==> config.mk <==
export PLATFORM = sky130hd
export DESIGN_NAME = nes_bus_core
export DESIGN_NICKNAME = d
export VERILOG_FILES = /design/src/hdl/nes_bus_pkg.sv /design/src/hdl/nes_bus_core.sv /design/src/hdl/cpu_bus_arbiter.sv /design/src/hdl/oam_dmc_dma.sv /design/src/hdl/nes_clock_enables.sv
export SDC_FILE = /design/constraint.sdc
export NUM_CORES = 1
export LEC_CHECK = 0
export BUFFER_PORTS_ARGS = -buffer_cell sky130_fd_sc_hd__buf_2
export CORE_MARGIN = 2
export CORE_UTILIZATION = 45
export DETAILED_ROUTE_END_ITERATION = 10
export PLACE_DENSITY = 0.71
export SETUP_SLACK_MARGIN = 0.15
export SLEW_MARGIN = 20
export SYNTH_ARGS = -nofsm -noshare
export SYNTH_HDL_FRONTEND = slang
export SYNTH_SLANG_ARGS = --single-unit
==> constraint.sdc <==
create_clock -name clk -period 4.85 [get_ports clk]
set_input_delay 0.7275 -clock clk [delete_from_list [all_inputs] [get_ports clk]]
set_output_delay 0.7275 -clock clk [all_outputs]
set_load 0.03 [all_outputs]
==> src/hdl/nes_bus_pkg.sv <==
// Shared timing constants, CPU address map and bus structs; imported by every block and the testbench
`default_nettype none

package nes_bus_pkg;

	// Master clock dividers
	localparam int unsigned cpu_div_n          = 12;  // Master clocks per CPU cycle
	localparam int unsigned ppu_div_n          = 4;   // Master clocks per PPU cycle
	localparam int unsigned pal_stretch_period = 5;   // CPU cycles per PAL group, last one is long

	// Registers decoded on the CPU bus
	localparam logic [15:0] oam_dma_reg  = 16'h4014;  // Sprite DMA page write
	localparam logic [15:0] oam_data_reg = 16'h2004;  // PPU OAM data port, sprite DMA target
	localparam logic [15:0] joy1_reg     = 16'h4016;  // Joypad 1 read, strobe write
	localparam logic [15:0] joy2_reg     = 16'h4017;  // Joypad 2 read

	// Internal register window, served on chip and never sent to memory
	localparam logic [15:0] io_base  = 16'h4000;
	localparam logic [15:0] io_limit = 16'h4018;  // First address past the window

	// Plain CPU bus, also used for the bus after the DMA merge
	typedef struct packed {
		logic [15:0] addr;
		logic [7:0]  wdata;
		logic        rnw;    // 1 = read, 0 = write
	} cpu_bus_t;

	// One access per CPU cycle to external memory
	typedef struct packed {
		logic [15:0] addr;
		logic [7:0]  wdata;
		logic        read;   // Single clk strobe
		logic        write;  // Single clk strobe
	} mem_req_t;

	// Clock enables from the master clock divider
	typedef struct packed {
		logic cpu_ce;     // Last master clock of a CPU cycle
		logic ppu_ce;     // Last master clock of a PPU cycle
		logic odd_cycle;  // Current CPU cycle is odd
	} clk_en_t;

	// DMA side of the bus
	typedef struct packed {
		logic [15:0] addr;
		logic [7:0]  wdata;
		logic        read;    // 1 = read, 0 = write
		logic        enable;  // DMA owns the bus this cycle
	} dma_bus_t;

endpackage

`default_nettype wire
==> src/hdl/nes_bus_core.sv <==
// CPU-side bus fabric top level: clock enables, sprite/DMC DMA and bus arbiter between CPU and memory
`default_nettype none
`timescale 1ns/100ps

module nes_bus_core import nes_bus_pkg::*; (
	input  logic        clk,
	input  logic        reset,
	input  logic        pal,
	input  cpu_bus_t    cpu_bus,       // From the external CPU
	output logic [7:0]  cpu_din,       // Read data back to the CPU
	output logic        pause_cpu,     // CPU ready, active high stall
	output logic        cpu_ce,
	output logic        ppu_ce,
	input  logic        dmc_req,
	input  logic [15:0] dmc_addr,
	output logic        dmc_ack,
	output mem_req_t    mem_req,
	input  logic [7:0]  mem_rdata,
	input  logic [4:0]  joypad1_data,
	input  logic [4:0]  joypad2_data,
	output logic [2:0]  joypad_strobe,
	output logic [1:0]  joypad_clock
);

	clk_en_t    clk_en;
	dma_bus_t   dma_bus;
	logic       sprite_trigger;
	logic [7:0] sprite_page;

	nes_clock_enables u_nes_clock_enables (
		.clk    (clk),
		.reset  (reset),
		.pal    (pal),
		.clk_en (clk_en)
	);

	assign cpu_ce = clk_en.cpu_ce;
	assign ppu_ce = clk_en.ppu_ce;

	oam_dmc_dma u_oam_dmc_dma (
		.clk            (clk),
		.reset          (reset),
		.clk_en         (clk_en),
		.sprite_trigger (sprite_trigger),
		.sprite_page    (sprite_page),
		.cpu_read       (cpu_bus.rnw),  // CPU keeps its read flag while stalled
		.read_data      (cpu_din),
		.dmc_req        (dmc_req),
		.dmc_addr       (dmc_addr),
		.dma_bus        (dma_bus),
		.dmc_ack        (dmc_ack),
		.pause_cpu      (pause_cpu)
	);

	cpu_bus_arbiter u_cpu_bus_arbiter (
		.clk            (clk),
		.reset          (reset),
		.clk_en         (clk_en),
		.cpu_bus        (cpu_bus),
		.dma_bus        (dma_bus),
		.mem_rdata      (mem_rdata),
		.joypad1_data   (joypad1_data),
		.joypad2_data   (joypad2_data),
		.mem_req        (mem_req),
		.read_data      (cpu_din),
		.sprite_trigger (sprite_trigger),
		.sprite_page    (sprite_page),
		.joypad_strobe  (joypad_strobe),
		.joypad_clock   (joypad_clock)
	);

endmodule

`default_nettype wire

==> src/hdl/cpu_bus_arbiter.sv <==
// CPU/DMA bus merge with joypad and sprite DMA register decode, open-bus latch and CPU read mux
`default_nettype none
`timescale 1ns/100ps

module cpu_bus_arbiter import nes_bus_pkg::*; (
	input  logic       clk,
	input  logic       reset,
	input  clk_en_t    clk_en,
	input  cpu_bus_t   cpu_bus,
	input  dma_bus_t   dma_bus,
	input  logic [7:0] mem_rdata,       // Valid in the same clk as the request
	input  logic [4:0] joypad1_data,
	input  logic [4:0] joypad2_data,
	output mem_req_t   mem_req,
	output logic [7:0] read_data,       // Data bus as seen by the CPU and DMA
	output logic       sprite_trigger,
	output logic [7:0] sprite_page,
	output logic [2:0] joypad_strobe,
	output logic [1:0] joypad_clock
);

	cpu_bus_t   bus;       // Bus after the DMA takeover
	logic       io_sel;    // Address inside the on-chip register window
	logic       joy1_sel;
	logic       joy2_sel;
	logic       dma_sel;
	logic       rd_cycle;  // Read access completing this clk
	logic       wr_cycle;  // Write access completing this clk
	logic [7:0] open_bus;  // Last value seen on the data bus

	// DMA wins whenever it drives the bus
	always_comb begin
		if (dma_bus.enable) begin
			bus.addr  = dma_bus.addr;
			bus.wdata = dma_bus.wdata;
			bus.rnw   = dma_bus.read;
		end else begin
			bus = cpu_bus;
		end
	end

	// Address decode
	assign io_sel   = (bus.addr >= io_base) && (bus.addr < io_limit);
	assign joy1_sel = (bus.addr == joy1_reg);
	assign joy2_sel = (bus.addr == joy2_reg);
	assign dma_sel  = (bus.addr == oam_dma_reg);

	// One access per CPU cycle
	assign rd_cycle = clk_en.cpu_ce && bus.rnw;
	assign wr_cycle = clk_en.cpu_ce && !bus.rnw;

	// Everything outside the register window goes to memory, PPU range included
	always_comb begin
		mem_req.addr  = bus.addr;
		mem_req.wdata = bus.wdata;
		mem_req.read  = rd_cycle && !io_sel;
		mem_req.write = wr_cycle && !io_sel;
	end

	// Page write to 4014 starts sprite DMA
	assign sprite_trigger = wr_cycle && dma_sel;
	assign sprite_page    = bus.wdata;

	// Strobe bits latch on 4016 writes
	always_ff @(posedge clk) begin
		if (reset)
			joypad_strobe <= 3'd0;
		else if (wr_cycle && joy1_sel)
			joypad_strobe <= bus.wdata[2:0];
	end

	// Each read shifts the pad
	assign joypad_clock = {rd_cycle && joy2_sel, rd_cycle && joy1_sel};

	// Read data mux
	always_comb begin
		if (joy1_sel)
			read_data = {open_bus[7:5], joypad1_data};  // Top bits float
		else if (joy2_sel)
			read_data = {open_bus[7:5], joypad2_data};
		else if (io_sel)
			read_data = open_bus;  // Nothing else answers here
		else
			read_data = mem_rdata;
	end

	// Bus capacitance keeps the last byte
	always_ff @(posedge clk) begin
		if (clk_en.cpu_ce)
			open_bus <= read_data;
	end

endmodule

`default_nettype wire

==> src/hdl/oam_dmc_dma.sv <==
// Sprite OAM DMA and DMC sample fetch engine; takes the CPU bus and stalls the CPU while it runs
`default_nettype none
`timescale 1ns/100ps

module oam_dmc_dma import nes_bus_pkg::*; (
	input  logic        clk,
	input  logic        reset,
	input  clk_en_t     clk_en,
	input  logic        sprite_trigger,  // Write to the sprite DMA register this cycle
	input  logic [7:0]  sprite_page,     // Source page, high byte of the copy address
	input  logic        cpu_read,        // CPU is in a read cycle
	input  logic [7:0]  read_data,       // Byte read on the bus this cycle
	input  logic        dmc_req,         // Held until dmc_ack
	input  logic [15:0] dmc_addr,
	output dma_bus_t    dma_bus,
	output logic        dmc_ack,         // Whole cycle of the DMC read
	output logic        pause_cpu
);

	// Sprite states
	localparam logic [1:0] spr_idle = 2'd0;
	localparam logic [1:0] spr_wait = 2'd1;  // Bus requested, CPU still finishing
	localparam logic [1:0] spr_copy = 2'd3;  // Read on even, write on odd

	logic        dmc_state;   // Granted, read runs in the next even cycle
	logic [1:0]  spr_state;
	logic [15:0] spr_addr;    // page:index of the next source byte
	logic [7:0]  spr_byte;    // Byte on its way to OAM
	logic [8:0]  next_index;  // Bit 8 marks the end of the page
	logic        odd;

	assign odd        = clk_en.odd_cycle;
	assign next_index = {1'b0, spr_addr[7:0]} + 9'd1;
	assign dmc_ack    = dmc_state && !odd;

	always_ff @(posedge clk) begin
		if (reset) begin
			dmc_state <= 1'b0;
			spr_state <= spr_idle;
		end else if (clk_en.cpu_ce) begin
			// DMC grant only on an even read cycle
			if (!dmc_state && dmc_req && cpu_read && !odd)
				dmc_state <= 1'b1;
			if (dmc_ack)
				dmc_state <= 1'b0;  // Single byte, done

			if (sprite_trigger)
				spr_state <= spr_wait;
			else if (spr_state == spr_wait && cpu_read && odd)
				spr_state <= spr_copy;  // Start so the first read lands on even
			else if (spr_state == spr_copy && dmc_ack)
				spr_state <= spr_wait;  // DMC stole the read, next odd slot is idle
			else if (spr_state == spr_copy && odd && next_index[8])
				spr_state <= spr_idle;  // 256th write done
		end
	end

	// Source address and byte latch
	always_ff @(posedge clk) begin
		if (clk_en.cpu_ce) begin
			if (sprite_trigger)
				spr_addr <= {sprite_page, 8'h00};
			else if (spr_state == spr_copy && odd)
				spr_addr[7:0] <= next_index[7:0];  // Step after each write
			if (spr_state == spr_copy && !odd && !dmc_ack)
				spr_byte <= read_data;
		end
	end

	always_comb begin
		dma_bus.enable = dmc_ack || spr_state[1];
		dma_bus.read   = !odd;     // Reads on even, OAM writes on odd
		dma_bus.wdata  = spr_byte;
		if (dmc_ack)
			dma_bus.addr = dmc_addr;
		else if (!odd)
			dma_bus.addr = spr_addr;
		else
			dma_bus.addr = oam_data_reg;
	end

	// CPU halts for both engines, DMC as soon as it asks
	assign pause_cpu = spr_state[0] || dmc_req;

endmodule

`default_nettype wire

==> src/hdl/nes_clock_enables.sv <==
// Master clock divider giving CPU/PPU clock enables and the even/odd CPU cycle flag, NTSC or PAL
`default_nettype none
`timescale 1ns/100ps

module nes_clock_enables import nes_bus_pkg::*; (
	input  logic    clk,
	input  logic    reset,
	input  logic    pal,     // 1 selects the PAL 3.2 PPU clocks per CPU clock ratio
	output clk_en_t clk_en
);

	logic [3:0] div_cpu;       // Position in the CPU cycle, 1 to 12
	logic [2:0] div_ppu;       // Position in the PPU cycle, 1 to 4
	logic [2:0] pal_cnt;       // CPU cycle within a PAL group
	logic       stretch_done;  // Extra PPU period of the long cycle already spent
	logic       last_pal;      // Previous pal, for realign on change
	logic       odd_cycle;
	logic       cpu_ce;
	logic       ppu_ce;
	logic       hold_cpu;

	assign cpu_ce = (div_cpu == 4'(cpu_div_n));
	assign ppu_ce = (div_ppu == 3'(ppu_div_n));

	// Fifth PAL cycle: freeze the CPU divider for the first PPU period
	assign hold_cpu = pal && (pal_cnt == 3'(pal_stretch_period - 1)) && !stretch_done;

	always_ff @(posedge clk) begin
		if (reset) begin
			div_cpu      <= 4'd1;
			div_ppu      <= 3'd1;
			pal_cnt      <= 3'd0;
			stretch_done <= 1'b0;
			last_pal     <= pal;
			odd_cycle    <= 1'b1;
		end else begin
			last_pal <= pal;
			if (last_pal != pal) begin
				// Standard changed, start over aligned like after reset
				div_cpu      <= 4'd1;
				div_ppu      <= 3'd1;
				pal_cnt      <= 3'd0;
				stretch_done <= 1'b0;
			end else begin
				if (!hold_cpu)
					div_cpu <= cpu_ce ? 4'd1 : div_cpu + 4'd1;
				div_ppu <= ppu_ce ? 3'd1 : div_ppu + 3'd1;

				if (hold_cpu && ppu_ce)
					stretch_done <= 1'b1;  // Hold ends after one PPU period
				else if (cpu_ce)
					stretch_done <= 1'b0;

				// Group counter only runs in PAL mode
				if (cpu_ce && pal)
					pal_cnt <= (pal_cnt == 3'(pal_stretch_period - 1)) ? 3'd0 : pal_cnt + 3'd1;
			end

			if (cpu_ce)
				odd_cycle <= ~odd_cycle;
		end
	end

	// Both dividers share the same phase, so the long cycle keeps PPU ticks aligned
	assign clk_en.cpu_ce    = cpu_ce;
	assign clk_en.ppu_ce    = ppu_ce;
	assign clk_en.odd_cycle = odd_cycle;

endmodule

`default_nettype wire

; ---- Word level (Yosys, flattened, before mapping)
; Index checks and enable logic that the tools add are counted.
[word_totals]
regBits = 51
input_bits = 63
elab_cells = 89
[op_classes]
addsub = 4
n_lt_le_gt_ge = 2
n_eq_ne = 9
n_mux = 17
bitwise_logic = 1
n_reduce_logical = 43
[ops]
columns = operator, n
row1 = "== test 16 x 15 -> 1 bit, second input constant", 3
row2 = two-way mux 16 bit, 2
row3 = two-way mux 8 bit, 4
row4 = two-way mux 25 bit, 1
row5 = logical AND 1 bit, 24
row6 = ">= comparator 16 x 15 -> 1 bit, second input constant", 1
row7 = "less-than comparator 16 x 15 -> 1 bit, second input constant", 1
row8 = AND reduction 2 bit, 5
row9 = "adder 8 x 1 -> 9 bit, second input constant", 1
row10 = two-way mux 2 bit, 4
row11 = "adder 3 x 1 -> 3 bit, second input constant", 2
row12 = "== test 3 bit, second input constant", 2
row13 = zero test 1 bit, 6
row14 = nonzero test 2 bit, 3
row15 = "adder 4 x 1 -> 4 bit, second input constant", 1
row16 = "== test 4 bit, second input constant", 1
row17 = two-way mux 1 bit, 4
row18 = two-way mux 4 bit, 1
row19 = nonzero test 4 bit, 1
row20 = two-way mux 3 bit, 1
row21 = OR reduction 3 bit, 1
row22 = "== test 2 x 1 -> 1 bit, second input constant", 1
row23 = "== test 2 bit, second input constant", 1
row24 = logical OR 1 bit, 2
row25 = other kinds (3), 3

; ---- Longest topological paths before layout
; Gate-level depths: netlist (run 1).
[depth]
word_depth = 9
mapped_depth = 12
mapped_depth_nobuf = 8

; ---- Hierarchy
; Synthesis (run 1) repeated with hierarchy kept, for this count alone.
[unflattened]
cells_unflattened = 290
area_unflattened_um2 = 3128.0
[modules_own_cells]
columns = module, n_inst, cells_per_inst, area_per_inst_um2
row1 = oam_dmc_dma, 1, 115, 1357.6
row2 = cpu_bus_arbiter, 1, 104, 1133.6
row3 = nes_clock_enables, 1, 71, 636.9

; ---- Worst setup path after synthesis (run 1)
; Ideal clock, no wire load.
[synth_timing]
path_kind = flip-flop to output port
start = register u_oam_dmc_dma.dmc_state
end = output port cpu_din[0]
arrival_ps = 3385
slack_ps = 738
path_stages_with_launch = 10
n_path_buf = 3
path_cell_list = dfxtp_1 -> buf_4 -> and2b_1 -> buf_6 -> buf_2 -> nor3_1 -> a221oi_1 -> nand3_1 -> nor4_4 -> mux2i_1
[synth_lines]
columns = item, line
row1 = start: declaration, oam_dmc_dma.sv:25  ; logic dmc_state;
row2 = start signal: assignment, oam_dmc_dma.sv:38  ; dmc_state <= 1'b0;
row3 = start signal: assignment, oam_dmc_dma.sv:43  ; dmc_state <= 1'b1;
row4 = start signal: assignment, oam_dmc_dma.sv:45  ; dmc_state <= 1'b0;
row5 = end: declaration, nes_bus_core.sv:10  ; output logic [7:0] cpu_din,

; ---- Worst setup path in the final report (run 1)
[layout_timing]
start = register u_nes_clock_enables.odd_cycle
end = output port cpu_din[4]
[layout_between]
elab_chain_len = 9
[layout_lines]
columns = item, line
row1 = start: declaration, nes_clock_enables.sv:17  ; logic odd_cycle;
row2 = start signal: assignment, nes_clock_enables.sv:60  ; odd_cycle <= ~odd_cycle;
row3 = zero test 1 bit, oam_dmc_dma.sv:34  ; assign dmc_ack = dmc_state && !odd;
row4 = logical AND 1 bit, oam_dmc_dma.sv:34
row5 = two-way mux 16 bit or logical OR 1 bit (tied branches), "oam_dmc_dma.sv:74, oam_dmc_dma.sv:71"
row6 = two-way mux 25 bit (*), cpu_bus_arbiter.sv:33  ; if (dma_bus.enable) begin
row7 = >= comparator 16 x 15 -> 1 bit or less-than comparator 16 x 15 -> 1 bit (tied branches), cpu_bus_arbiter.sv:43  ; assign io_sel = (bus.addr >= io_base) && (bus.addr < io_limit);
row8 = logical AND 1 bit, cpu_bus_arbiter.sv:43
row9 = two-way mux 8 bit, cpu_bus_arbiter.sv:81  ; else if (io_sel)
row10 = two-way mux 8 bit, cpu_bus_arbiter.sv:79  ; else if (joy2_sel)
row11 = two-way mux 8 bit (*), cpu_bus_arbiter.sv:77  ; if (joy1_sel)
; Mark *: on every way between the ends. The rest lies on a longest branch, timed or not.

==> metrics list, run 1 <==
- Routed wire length: 7190 um
* Cell count after synthesis: 272
- The hold violation count in the final report was 0.
- Clock skew on the completed layout was measured at 0.00763 ns.
- Setup TNS after final layout: 0 ns
- The cell family contributing the most delay on the critical path is simple AND/OR/NAND/NOR gates.
- Number of enable flip-flop cells after synthesis: 32
* Post-DP HPWL: 5460 um
- The number of setup buffers added after CTS is 0.
* Cell area after synthesis: 2850 um^2
- Largest stage delay, worst path: 0.72 ns
- sky130_fd_sc_hd__edfxtp_1 takes more of the synthesized area than any other cell.
* Net count of the finished layout: 445
- Outcome: complete, no violations
* Number of distinct library cell variants in the gate-level netlist after synthesis: 48
* Max-slew headroom: 33.3%
* Clock sink count: 51
* Register clock-pin slew on the reported worst setup and hold paths: 0.09 ns
* Power density normalized to cell area: 238 nW/um^2
- Entering global routing, the biggest net connects 23 pins.
* Worst-Skew Late Latency: 0.29 ns
- The number of global-route vias before repair came to 2304.
- Wire length of the first global-routing pass: 11400 um
- Combined global-route utilization of all metal layers: 20.1%
- The finished layout holds 451 standard cells, fillers aside.
- Worst setup slack after placement: 0.648 ns
* Antenna violations before repair: 0
* Average via count per standard cell: 5.40
* Leakage dissipation: 1.55 nW
- Number of antenna repair diodes: 0
- Summed over all layers, the global routing overflow is 0.
- After detailed placement, the design holds a cell count of 442.
* CTS Buf Count: 5
- Dividing the final minimum period by the clock period gives 94.3%.
- Max-slew violation count: 0
- The critical path contains buffers and inverters numbering 2 combined.
* Minimum period implied by the final worst setup slack: 4.57 ns
- By instance count, the cell type seen most on the critical path is sky130_fd_sc_hd__mux2i_1.
* Fraction of the yosys area taken by sequential cells: 47.1%
- Std-Cell Rows: 28
- By count the netlist is led by sky130_fd_sc_hd__edfxtp_1, sky130_fd_sc_hd__nor2_1, sky130_fd_sc_hd__a21oi_1, sky130_fd_sc_hd__dfxtp_1, sky130_fd_sc_hd__inv_1.
* Register bit count reported by yosys: 51
* Core footprint: 6030 um^2
- During synthesis, Yosys emitted a total of 0 warnings.
- Final setup margin: 0.276 ns
- Before antenna repair, the detailed router went through 4 iterations.
- Max FO, Critical Path: 18
* Die outline height: 83.5 um
* TritonCTS clock tree: done
* Most instantiated flip-flop cell in the synthesis netlist: sky130_fd_sc_hd__edfxtp_1
- Drt drc: 0
* Maximum clock insertion buffer count: 2
- Via count: 2437
- Walking the worst path, the cells encountered are and2b_1 -> buf_4 -> a221o_1 -> or4_1 -> a2111o_1 -> mux2i_1 -> mux2i_1 -> buf_2.
- STA puts the critical path data arrival time at 3.85 ns.
- Slew at the pin closest to its max-slew limit: 0.993 ns
* Mean instance size in the synthesized netlist: 10.5 um^2
* Async set or reset register ratio after synthesis: 0%
- Derived from the worst setup path, the maximum achievable clock frequency is 0.219 GHz.
* Startpoint type of the worst setup path: flop
- The tightest min-delay check is of the reg2reg type.
* Initial Util: 47.2%
- Setup violations remaining at the end of the flow were counted as 0.
- Reg-to-reg slack, setup: 1.30 ns
* Detail-routed net length per standard cell: 15.9 um
- Required time worst endpoint: 4.12 ns
- The worst setup path is captured at a primary output.
* Port Buffers: 105
* RSZ-0062 raised after global routing: no
- Synth top area share: 33.8%
- In this run the remaining antenna-violating nets after routing total 0.
* Die Span X: 83.5 um
- Ranked by total cell area, the synthesized netlist is headed by sky130_fd_sc_hd__edfxtp_1, sky130_fd_sc_hd__dfxtp_1, sky130_fd_sc_hd__mux2i_1, sky130_fd_sc_hd__nor2_1, sky130_fd_sc_hd__a21oi_1.
- Peak ir drop on the vdd network: 0.193 mV
- On the critical path, the stage with the largest delay is an instance of sky130_fd_sc_hd__or4_1.
- Share of layout cells above drive strength 1: 36.4%
- Number of nets produced by synthesis: 342
- Area grow syn2layout: 23.4%
- Worst setup path category: reg2out
- 106 I/O pins were placed.
- Area of the die: 6980 um^2
* Initial drt markers: 109
- Clk root buf: sky130_fd_sc_hd__clkbuf_8
- Top-count cell post-synth: sky130_fd_sc_hd__edfxtp_1
- The congestion estimate from routability-driven global placement came to 0.841.
* Max Cap Violations: 0
* # H-tree levels: 2
- Post-CTS resize count: 0
-- worst reg2reg max path, delay by kind of cell (launching register included) --
kind            cells  cell delay [ns]
simple gates        4             1.66
buf+inv             1             0.22
compound gates      2             0.78
flops               1             0.55
-- stage by stage --
stage	power (mW)	hold WS, ns	area (um^2)	utilization, %
final	0.835	0.417	3510	58.3
after global routing	0.870	0.435	3510	58.3
after CTS	0.840	0.421	3510	58.2
after detailed placement	0.597	0.399	3420	56.7
after global placement	0.594	0.390	3420	56.7
after floorplan	0.547	0.375	2850	-
-- worst paths after layout --
kind                                    endpoint                           start  depth (start not counted)
setup / recovery                      cpu_din[4]   u_nes_clock_enables.odd_cycle                          8
hold / removal    u_nes_clock_enables.div_ppu[0]  u_nes_clock_enables.div_ppu[0]                          1
setup reg to reg       u_oam_dmc_dma.spr_addr[5]   u_nes_clock_enables.odd_cycle                          7
hold reg to reg   u_nes_clock_enables.div_ppu[0]  u_nes_clock_enables.div_ppu[0]                          1
-- state kept, by name (all words and copies together) (netlist names), 2 cells and up --
name                             count
u_nes_clock_enables.div_cpu          4
u_cpu_bus_arbiter.open_bus           8
u_oam_dmc_dma.spr_byte               8
u_cpu_bus_arbiter.joypad_strobe      3
u_nes_clock_enables.div_ppu          3
u_oam_dmc_dma.spr_state              2
u_oam_dmc_dma.spr_addr              16
u_nes_clock_enables.pal_cnt          3
-- per-layer routing --
layer,GRT usage (%),wire (um),up-vias
met1,27.7,3300,1123
met3,4.75,535,8
met2,32.3,3280,102
met4,4.25,68,0
met5,0,0,-
li1,-,-,1204
-- timing repair --
action                                 CTS  global route
endpoints found under the hold margin    0             0
hold buffers                             0             0
setup endpoints to repair                0             2
-- final cells by class --
class / count / area [um^2]
multi-input combinational: 190 / 1370
inverter: 19 / 71.3
fill: 554 / 2510
clock inverter: 1 / 5.00
sequential: 51 / 1340
clock buffer: 7 / 86.3
tap: 75 / 93.8
timing repair buffer: 108 / 548
-- power by group --
| group | internal (mW) | switching [mW] |
|---|---|---|
| logic | 0.0483 | 0.0713 |
| registers | 0.463 | 0.00375 |
| clock network | 0.115 | 0.133 |
| total | 0.626 | 0.208 |
-- cell families after synthesis --
family,synth area share [%]
simple gates,19.3
flops,47.1
compound gates,12.4
buf+inv,5.27
mux,10.0
xor+xnor,2.77
fa+ha+maj,3.08
-- layout by cell type (no fill, tap or decap), drive strengths merged, types with 3 or more instances in the layout --
cell type / Yosys / final
xnor2: 5 / 5
xor2: 4 / 4
o21ai: 4 / 4
ha: 7 / 7
edfxtp: 32 / 32
mux2: 11 / 11
a221o: 7 / 7
nand3: 11 / 11
inv: 19 / 19
nor3: 7 / 7
nand2b: 3 / 3
mux2i: 15 / 15
or4: 3 / 3
nor2: 30 / 31
buf: 8 / 108
and3: 10 / 10
dfxtp: 19 / 19
a21oi: 20 / 20
nand2: 17 / 17
clkbuf: 5 / 7
nor4: 3 / 3
a32o: 5 / 5
a21o: 3 / 3
Note: power is estimated with default switching activity, not from simulation.
==> run 2, diff against run 1 <==
--- a/config.mk
+++ b/config.mk
@@ -9,7 +9,7 @@
 export CORE_MARGIN = 2
 export CORE_UTILIZATION = 45
 export DETAILED_ROUTE_END_ITERATION = 10
-export PLACE_DENSITY = 0.71
+export PLACE_DENSITY = 0.74
 export SETUP_SLACK_MARGIN = 0.15
 export SLEW_MARGIN = 20
 export SYNTH_ARGS = -nofsm -noshare
==> run 2 against run 1 <==
Net effect: first-iteration DRC count grew 32%; maximum frequency grew 2.6%; via count up 0.66%; critical path type unchanged; highest routed layer unchanged.
==> metrics list, run 2 (synthesis results as in run 1) <==
* CP top delay family: simple AND/OR/NAND/NOR gates
- Headroom to the max-slew limit came out at 33.1%.
- The filler cells instantiated in the layout total 549.
* Worst-Skew Late Latency: 0.30 ns
- The worst path in the final design needs a cycle of 4.46 ns, including I/O delays and setup.
* Commonest non-fill, non-tap cell in the layout: sky130_fd_sc_hd__buf_2
* Worst setup slack after placement: 0.643 ns
- The hold violation count in the final report came to 0.
- CTS Buf Count: 5
* Setup TNS after final layout: 0 ns
- Between clock sinks in the finished design, the worst skew comes to 0.00933 ns.
- At the pin with the least slew margin, the transition time is 0.996 ns.
- In the global route stage, overall resource usage came out at 20.5%.
* Startpoint type of the worst setup path: flop
* Net count of the finished layout: 444
- The worst register-to-register path begins at u_oam_dmc_dma.spr_state[1].
- The floorplan step set the die height to 83.5 um.
- During placement, the flow inserted port buffers numbering 105.
- Initial drt markers: 144
* Endpoint arrival time on the critical path: 3.73 ns
- Counting every sink on the clock net gives 51.
- The number of antenna diodes in the final layout is 0.
- The die covers 6980 um^2.
- Relative to the synthesized area, the layout overhead comes to 23.6%.
- The sequential cells in the finished layout cover a total of 1340 um^2.
- Register clock-pin slew on the reported worst setup and hold paths: 0.08 ns
* Via count: 2453
- In this run the horizontal extent of the chip is 83.5 um.
- Count of cell instances traversed by the critical path: 8
* Max FO, Critical Path: 18
- Core footprint: 6030 um^2
- Pin count of the biggest net entering global routing: 24
- Across the VDD grid, the largest voltage drop is 0.195 mV.
* CTS Hold Buffers Added: 0
- The run finished with clean final reports.
- R2r worst-path depth: 6
- Maximum clock insertion buffer count: 2
- Based on the critical path, the design can be clocked at up to 0.224 GHz.
* Number of global-route vias before repair: 2244
* Leakage dissipation: 1.55 nW
- After layout, the worst setup slack is 0.393 ns.
* Critical-path cell with the highest stage delay: sky130_fd_sc_hd__dfxtp_1
- The number of pins exceeding their max-slew limit in the final report is 0.
* Multi-input gate area: 1370 um^2
- For flop-to-flop paths, the worst setup slack is 1.27 ns.
* Number of endpoints failing setup at the final stage: 0
- Gates resized during post-CTS repair numbered 0.
- Class of the worst hold path: reg2reg
- Period utilization: 91.9%
- Detailed placement ended at an HPWL of 5510 um.
- Last element of the critical path: cpu_din[1]
- TritonCTS built the clock tree.
* Overall overflow remaining after global route: 0
- In this run the post-CTS setup repair buffer count came out at 0.
* # H-tree levels: 2
- Largest stage delay, worst path: 0.56 ns
- CP startpoint: u_nes_clock_enables.odd_cycle
- Share of layout cells above drive strength 1: 36.8%
- Initial Util: 47.2%
* RSZ-0062 raised after global routing: no
- Max Cap Violations: 0
- Clk root buf: sky130_fd_sc_hd__clkbuf_8
* Top library cells by usage in the layout, fill and taps aside: sky130_fd_sc_hd__buf_2, sky130_fd_sc_hd__edfxtp_1, sky130_fd_sc_hd__nor2_1
- The first TritonRoute pass finished after 4 iterations.
- Antenna violations before repair: 0
- 106 I/O pins were placed.
- Ranked by flip-flop count, first place goes to u_oam_dmc_dma.spr_addr.
* Largest registers in the final layout: u_oam_dmc_dma.spr_addr: 16 flops, u_cpu_bus_arbiter.open_bus: 8 flops, u_oam_dmc_dma.spr_byte: 8 flops
- After detailed routing, the average wire length per cell comes to 16.1 um.
- Required time worst endpoint: 4.12 ns
* Std-Cell Rows: 28
- The worst setup path is of the reg2out kind.
- Drt drc: 0
- Endpoint of the worst register-to-register path: u_oam_dmc_dma.spr_addr[0]
- RD Place Congestion: 0.843
* Number of buffer and inverter stages on the critical path: 2
* Average via count per standard cell: 5.45
- Critical path endpoint category: primary output
* Number of flip-flops in the largest register: 16
- Dividing total power by cell area gives a power density of 243 nW/um^2.
* Routed wire length: 7250 um
- Remaining number of nets flagged by the antenna check after routing: 0
- The first global-routing pass estimated 11400 um of wire.
- Series of cell instances along the critical path: and2b_1 -> buf_4 -> a221o_1 -> or4_4 -> or2_4 -> nor4_4 -> mux2i_1 -> buf_2
==> run 2: cell types whose count changed in the layout (fill, tap and decap cells not counted) <==
cell	change
sky130_fd_sc_hd__a2111o_1	-1
sky130_fd_sc_hd__buf_4	-1
sky130_fd_sc_hd__clkbuf_2	+1
sky130_fd_sc_hd__clkbuf_8	+1
sky130_fd_sc_hd__a2111o_2	+1
sky130_fd_sc_hd__clkbuf_1	-1
sky130_fd_sc_hd__clkinv_2	-1
==> run 2: cell type report <==
cell class              instances  share of cell area [%]
clock buffers                   8                    2.88
inverters                      19                    2.03
multi-input cells             190                    38.9
flip-flops and latches         51                    38.1
well taps                      75                    2.67
repair buffers                107                    15.4
==> run 2: worst reg2reg max path: cells and delay by family, from the launching register on <==
| kind | cells | cell delay [ns] |
|---|---|---|
| AND/OR/NAND/NOR | 3 | 1.20 |
| AO/OA/AOI/OAI | 2 | 0.94 |
| buffers and inverters | 1 | 0.27 |
| flip-flops | 1 | 0.83 |
==> run 2: metrics by stage <==
step / instance area, um^2 / hold WS [ns] / utilization, % / total power [mW] / cells
2_1_floorplan: 2850 / 0.375 / - / 0.547 / 272
3_3_place_gp: 3410 / 0.385 / 56.6 / 0.594 / 441
3_5_place_dp: 3410 / 0.400 / 56.6 / 0.596 / 441
4_1_cts: 3510 / 0.419 / 58.2 / 0.857 / 449
5_1_grt: 3520 / 0.455 / 58.4 / 0.882 / 450
6_report: 3520 / 0.420 / 58.4 / 0.854 / 450
==> run 2: worst min path at each step <==
stage | from | end | slack, ns | cells past startpoint
2_1_floorplan | u_nes_clock_enables.div_ppu[0] | u_nes_clock_enables.div_ppu[0] | 0.38 | 1
3_3_place_gp | u_nes_clock_enables.div_ppu[0] | u_nes_clock_enables.div_ppu[0] | 0.39 | 1
3_5_place_dp | u_nes_clock_enables.div_ppu[0] | u_nes_clock_enables.div_ppu[0] | 0.40 | 1
4_1_cts | u_nes_clock_enables.div_ppu[0] | u_nes_clock_enables.div_ppu[0] | 0.42 | 1
5_1_grt | u_nes_clock_enables.div_ppu[0] | u_nes_clock_enables.div_ppu[0] | 0.45 | 1
6_report | u_nes_clock_enables.div_ppu[0] | u_nes_clock_enables.div_ppu[0] | 0.42 | 1
==> run 2: where the power goes <==
part           switching, mW  leakage (nW)  internal [mW]
logic                 0.0714          1.08         0.0481
clock network          0.135        0.0545          0.132
registers            0.00380         0.421          0.463
total                  0.211          1.55          0.643
==> run 2: metal layers <==
| layer | wire (um) | share of wire, % | track usage [%] |
|---|---|---|---|
| met3 | 612 | 8.4 | 4.25 |
| met1 | 3160 | 44 | 27.7 |
| met5 | 0 | 0 | 0 |
| met4 | 108 | 1.5 | 5.72 |
| met2 | 3370 | 46 | 33.5 |
==> run 3, diff against run 2 <==
--- a/config.mk
+++ b/config.mk
@@ -9,9 +9,11 @@
 export CORE_MARGIN = 2
 export CORE_UTILIZATION = 45
 export DETAILED_ROUTE_END_ITERATION = 10
-export PLACE_DENSITY = 0.74
+export PLACE_DENSITY = 0.73
+export RECOVER_POWER = 25
 export SETUP_SLACK_MARGIN = 0.15
 export SLEW_MARGIN = 20
 export SYNTH_ARGS = -nofsm -noshare
 export SYNTH_HDL_FRONTEND = slang
+export SYNTH_HIERARCHICAL = 1
 export SYNTH_SLANG_ARGS = --single-unit
==> run 3 against run 2 <==
Net effect: non-clock buffer count increased by 2; clock skew decreased by 0.0051 ns; largest cell class unchanged; critical path depth decreased by 1; sequential power about the same.
==> metrics list, run 3 <==
* Outcome: complete, no violations
- Number of buffers added for setup after CTS: 0
- Compound-cell area share of the yosys netlist: 11.3%
- Setup repair after global routing left no endpoint under its margin.
- Basic-gate share of the synthesized area counting and, or, nand and nor cells: 18.1%
- Setup violations remaining at the end of the flow were counted as 0.
- At the pin with the least slew margin, the transition time is 0.907 ns.
- Worst setup path category: reg2out
* Async set or reset register ratio after synthesis: 0%
- Fraction of the yosys area taken by sequential cells: 42.9%
- Drt drc: 0
- The number of hold buffers added after CTS was 0.
- Fill cells: 612
- Dividing the detail-routed via count by the number of cells gives 5.44.
- After synthesis the netlist holds a flip-flop and latch count of 51.
- Startpoint type of the worst setup path: flop
* Worst-Skew Late Latency: 0.30 ns
- The floorplan has 30 rows.
- Initial Util: 46.3%
- Drt pass-1 iters: 4
- Yosys printed 6 warnings.
- STA classifies the critical path endpoint as a primary output.
* Number of antenna repair diodes: 0
* Adder-cell share of the synthesized area: 2.80%
* Max Cap Violations: 0
- Post-CTS resize count: 0
- Net count of the finished layout: 456
* Minimum period implied by the final worst setup slack: 4.48 ns
- The clock passes through at most 2 buffers.
- Sum of internal, switching and leakage power: 0.888 mW
- After synthesis, the netlist uses 59 different library cells.
- Area of the die: 7630 um^2
- Via count: 2540
* Antenna violations before repair: 0
- Of all nets on the critical path, the largest fanout is 29.
- Overall overflow remaining after global route: 0
* Number of global-route vias before repair: 2364
- Combined global-route utilization of all metal layers: 19.2%
- Cell type contributing the most total cell area after synthesis: sky130_fd_sc_hd__edfxtp_1
- Commonest non-fill, non-tap cell in the layout: sky130_fd_sc_hd__buf_2
- # H-tree levels: 2
* Post-DP HPWL: 5730 um
- Number of enable flip-flop cells after synthesis: 32
* Setup TNS after final layout: 0 ns
* Power density normalized to cell area: 237 nW/um^2
* Cells after DPL: 459
- Port Buffers: 105
- Clock-pin slew was measured on the worst setup and hold paths at 0.09 ns.
- The tightest min-delay check is of the reg2reg type.
* Count of pins on the block boundary: 106
* Area grow syn2layout: 20.0%
- CTS Buf Count: 5
- Synthesized-area fraction occupied by xor and xnor cells: 1.68%
* Core footprint: 6760 um^2
* Initial drt markers: 120
- Clock sink count: 51
- sky130_fd_sc_hd__edfxtp_1 is the most common cell in the netlist.
* Die outline height: 87.4 um
- Wire length of the first global-routing pass: 11500 um
- In the synthesized netlist the dominant register cell turns out to be sky130_fd_sc_hd__edfxtp_1.
- A synthesized cell averages 10.8 um^2.
- Die Span X: 87.4 um
- After synthesis, the share of cell area in mux cells is 16.5%.
- Maximum achievable frequency: 0.223 GHz
- Skew final: 0.00427 ns
* Remaining number of nets flagged by the antenna check after routing: 0
- Routed wire length: 7520 um
- For flop-to-flop paths, the worst setup slack is 1.38 ns.
- The register with the most flip-flops in the final layout is u_oam_dmc_dma/spr_addr.
- Required time worst endpoint: 4.12 ns
- Entering global routing, the biggest net connects 30 pins.
- Synthesis produced a netlist whose cell count is 290.
- Summed over its instances, the top area cell type makes up 30.7% of the synthesized netlist area.
- Share of layout cells above drive strength 1: 39.0%
* Max-slew headroom: 39.2%
- Top cells by instance count after synthesis: sky130_fd_sc_hd__edfxtp_1, sky130_fd_sc_hd__nor2_1, sky130_fd_sc_hd__mux2_2, sky130_fd_sc_hd__mux2i_1
* Final Instance Count excl. Fillers: 467
- Clk root buf: sky130_fd_sc_hd__clkbuf_8
* TritonCTS clock tree: done
- Top library cells by usage in the layout, fill and taps aside: sky130_fd_sc_hd__buf_2, sky130_fd_sc_hd__edfxtp_1, sky130_fd_sc_hd__nor2_1
* Detail-routed net length per standard cell: 16.1 um
- Period utilization: 92.4%
- VDD sags by at most 0.137 mV.
* Largest registers in the final layout: u_oam_dmc_dma/spr_addr: 16 flops, u_cpu_bus_arbiter/open_bus: 8 flops, u_oam_dmc_dma/spr_byte: 8 flops
- Number of flip-flops in the largest register: 16
* Hold Fails Final Rpt: 0
- Routability-driven placement finished with a final weighted congestion of 0.829.
- The analysis attributes to cell leakage a power of 1.48 nW.
* Biggest area contributors in the synthesized netlist: sky130_fd_sc_hd__edfxtp_1, sky130_fd_sc_hd__dfxtp_1, sky130_fd_sc_hd__mux2_2, sky130_fd_sc_hd__mux2i_1, sky130_fd_sc_hd__nor2_1
* Number of nets produced by synthesis: 360
- After synthesis the cells add up to 3130 um^2.
- Main combinational cell family by area after synthesis: simple AND/OR/NAND/NOR gates
- At the worst endpoint, the arrival time is 3.75 ns.
- Max-slew violation count: 0
## run 3: changes by cell type in the layout (fill, tap and decap cells not counted), sizes merged, moves of 7 or more
cell / delta
mux2i: +7
mux2: +15
a21oi: -9
and3: -7
## run 3: worst paths after layout
path	startpoint	to	cells after the start
max	u_nes_clock_enables/odd_cycle	cpu_din[0]	7
min	u_nes_clock_enables/div_ppu[0]	u_nes_clock_enables/div_ppu[0]	1
max reg2reg	u_nes_clock_enables/odd_cycle	u_oam_dmc_dma/spr_addr[10]	7
min reg2reg	u_nes_clock_enables/div_ppu[0]	u_nes_clock_enables/div_ppu[0]	1
## run 3: kinds of logic after synthesis
kind of cell,after synthesis
multiplexers,48
XOR/XNOR,6
buffers and inverters,39
AO/OA/AOI/OAI,45
AND/OR/NAND/NOR,94
adder cells (fa/ha/maj),7
flip-flops,51
## run 3: worst max-delay path, cell delays in order (launching register included)
cell,delay (ns)
sky130_fd_sc_hd__dfxtp_1,0.81
sky130_fd_sc_hd__nor2b_1,0.12
sky130_fd_sc_hd__or2_2,0.57
sky130_fd_sc_hd__nor4_2,0.36
sky130_fd_sc_hd__nand3_2,0.25
sky130_fd_sc_hd__a211oi_1,0.80
sky130_fd_sc_hd__a221o_1,0.33
sky130_fd_sc_hd__buf_2,0.21
## run 3: report_power, final
group / internal (mW) / total [mW] / switching [mW]
Combinational: 0.0478 / 0.116 / 0.0678
Sequential: 0.463 / 0.467 / 0.00409
Clock: 0.167 / 0.306 / 0.139
## run 3: area by class of cell
type                            instances  area, um^2  share of cell area (%)
Clock buffer                            6        82.6                    2.20
Clock inverter                          2        35.0                   0.933
Multi-Input combinational cell        200        1580                    42.0
Tap cell                               80         100                    2.67
Inverter                               19        71.3                    1.90
Timing Repair Buffer                  109         548                    14.6
Sequential cell                        51        1340                    35.7
## run 3: layer usage
layer	routed length [um]	vias to the layer above	global-route usage (%)
li1	-	1252	-
met1	3440	1184	25.9
met2	3540	96	31.9
met3	476	8	3.70
met4	66	0	4.48
met5	0	-	0
## run 3: per-stage QoR
| stage | worst slack (ns) | hold WS [ns] | util [%] | area (um^2) |
|---|---|---|---|---|
| after CTS | 0.385 | 0.423 | 55.8 | 3770 |
| after global routing | 0.177 | 0.458 | 55.6 | 3750 |
| after detailed placement | 0.723 | 0.401 | 54.0 | 3650 |
| after global placement | 0.860 | 0.398 | 54.0 | 3650 |
| after floorplan | 0.649 | 0.385 | - | 3130 |
| final | 0.370 | 0.419 | 55.6 | 3750 |
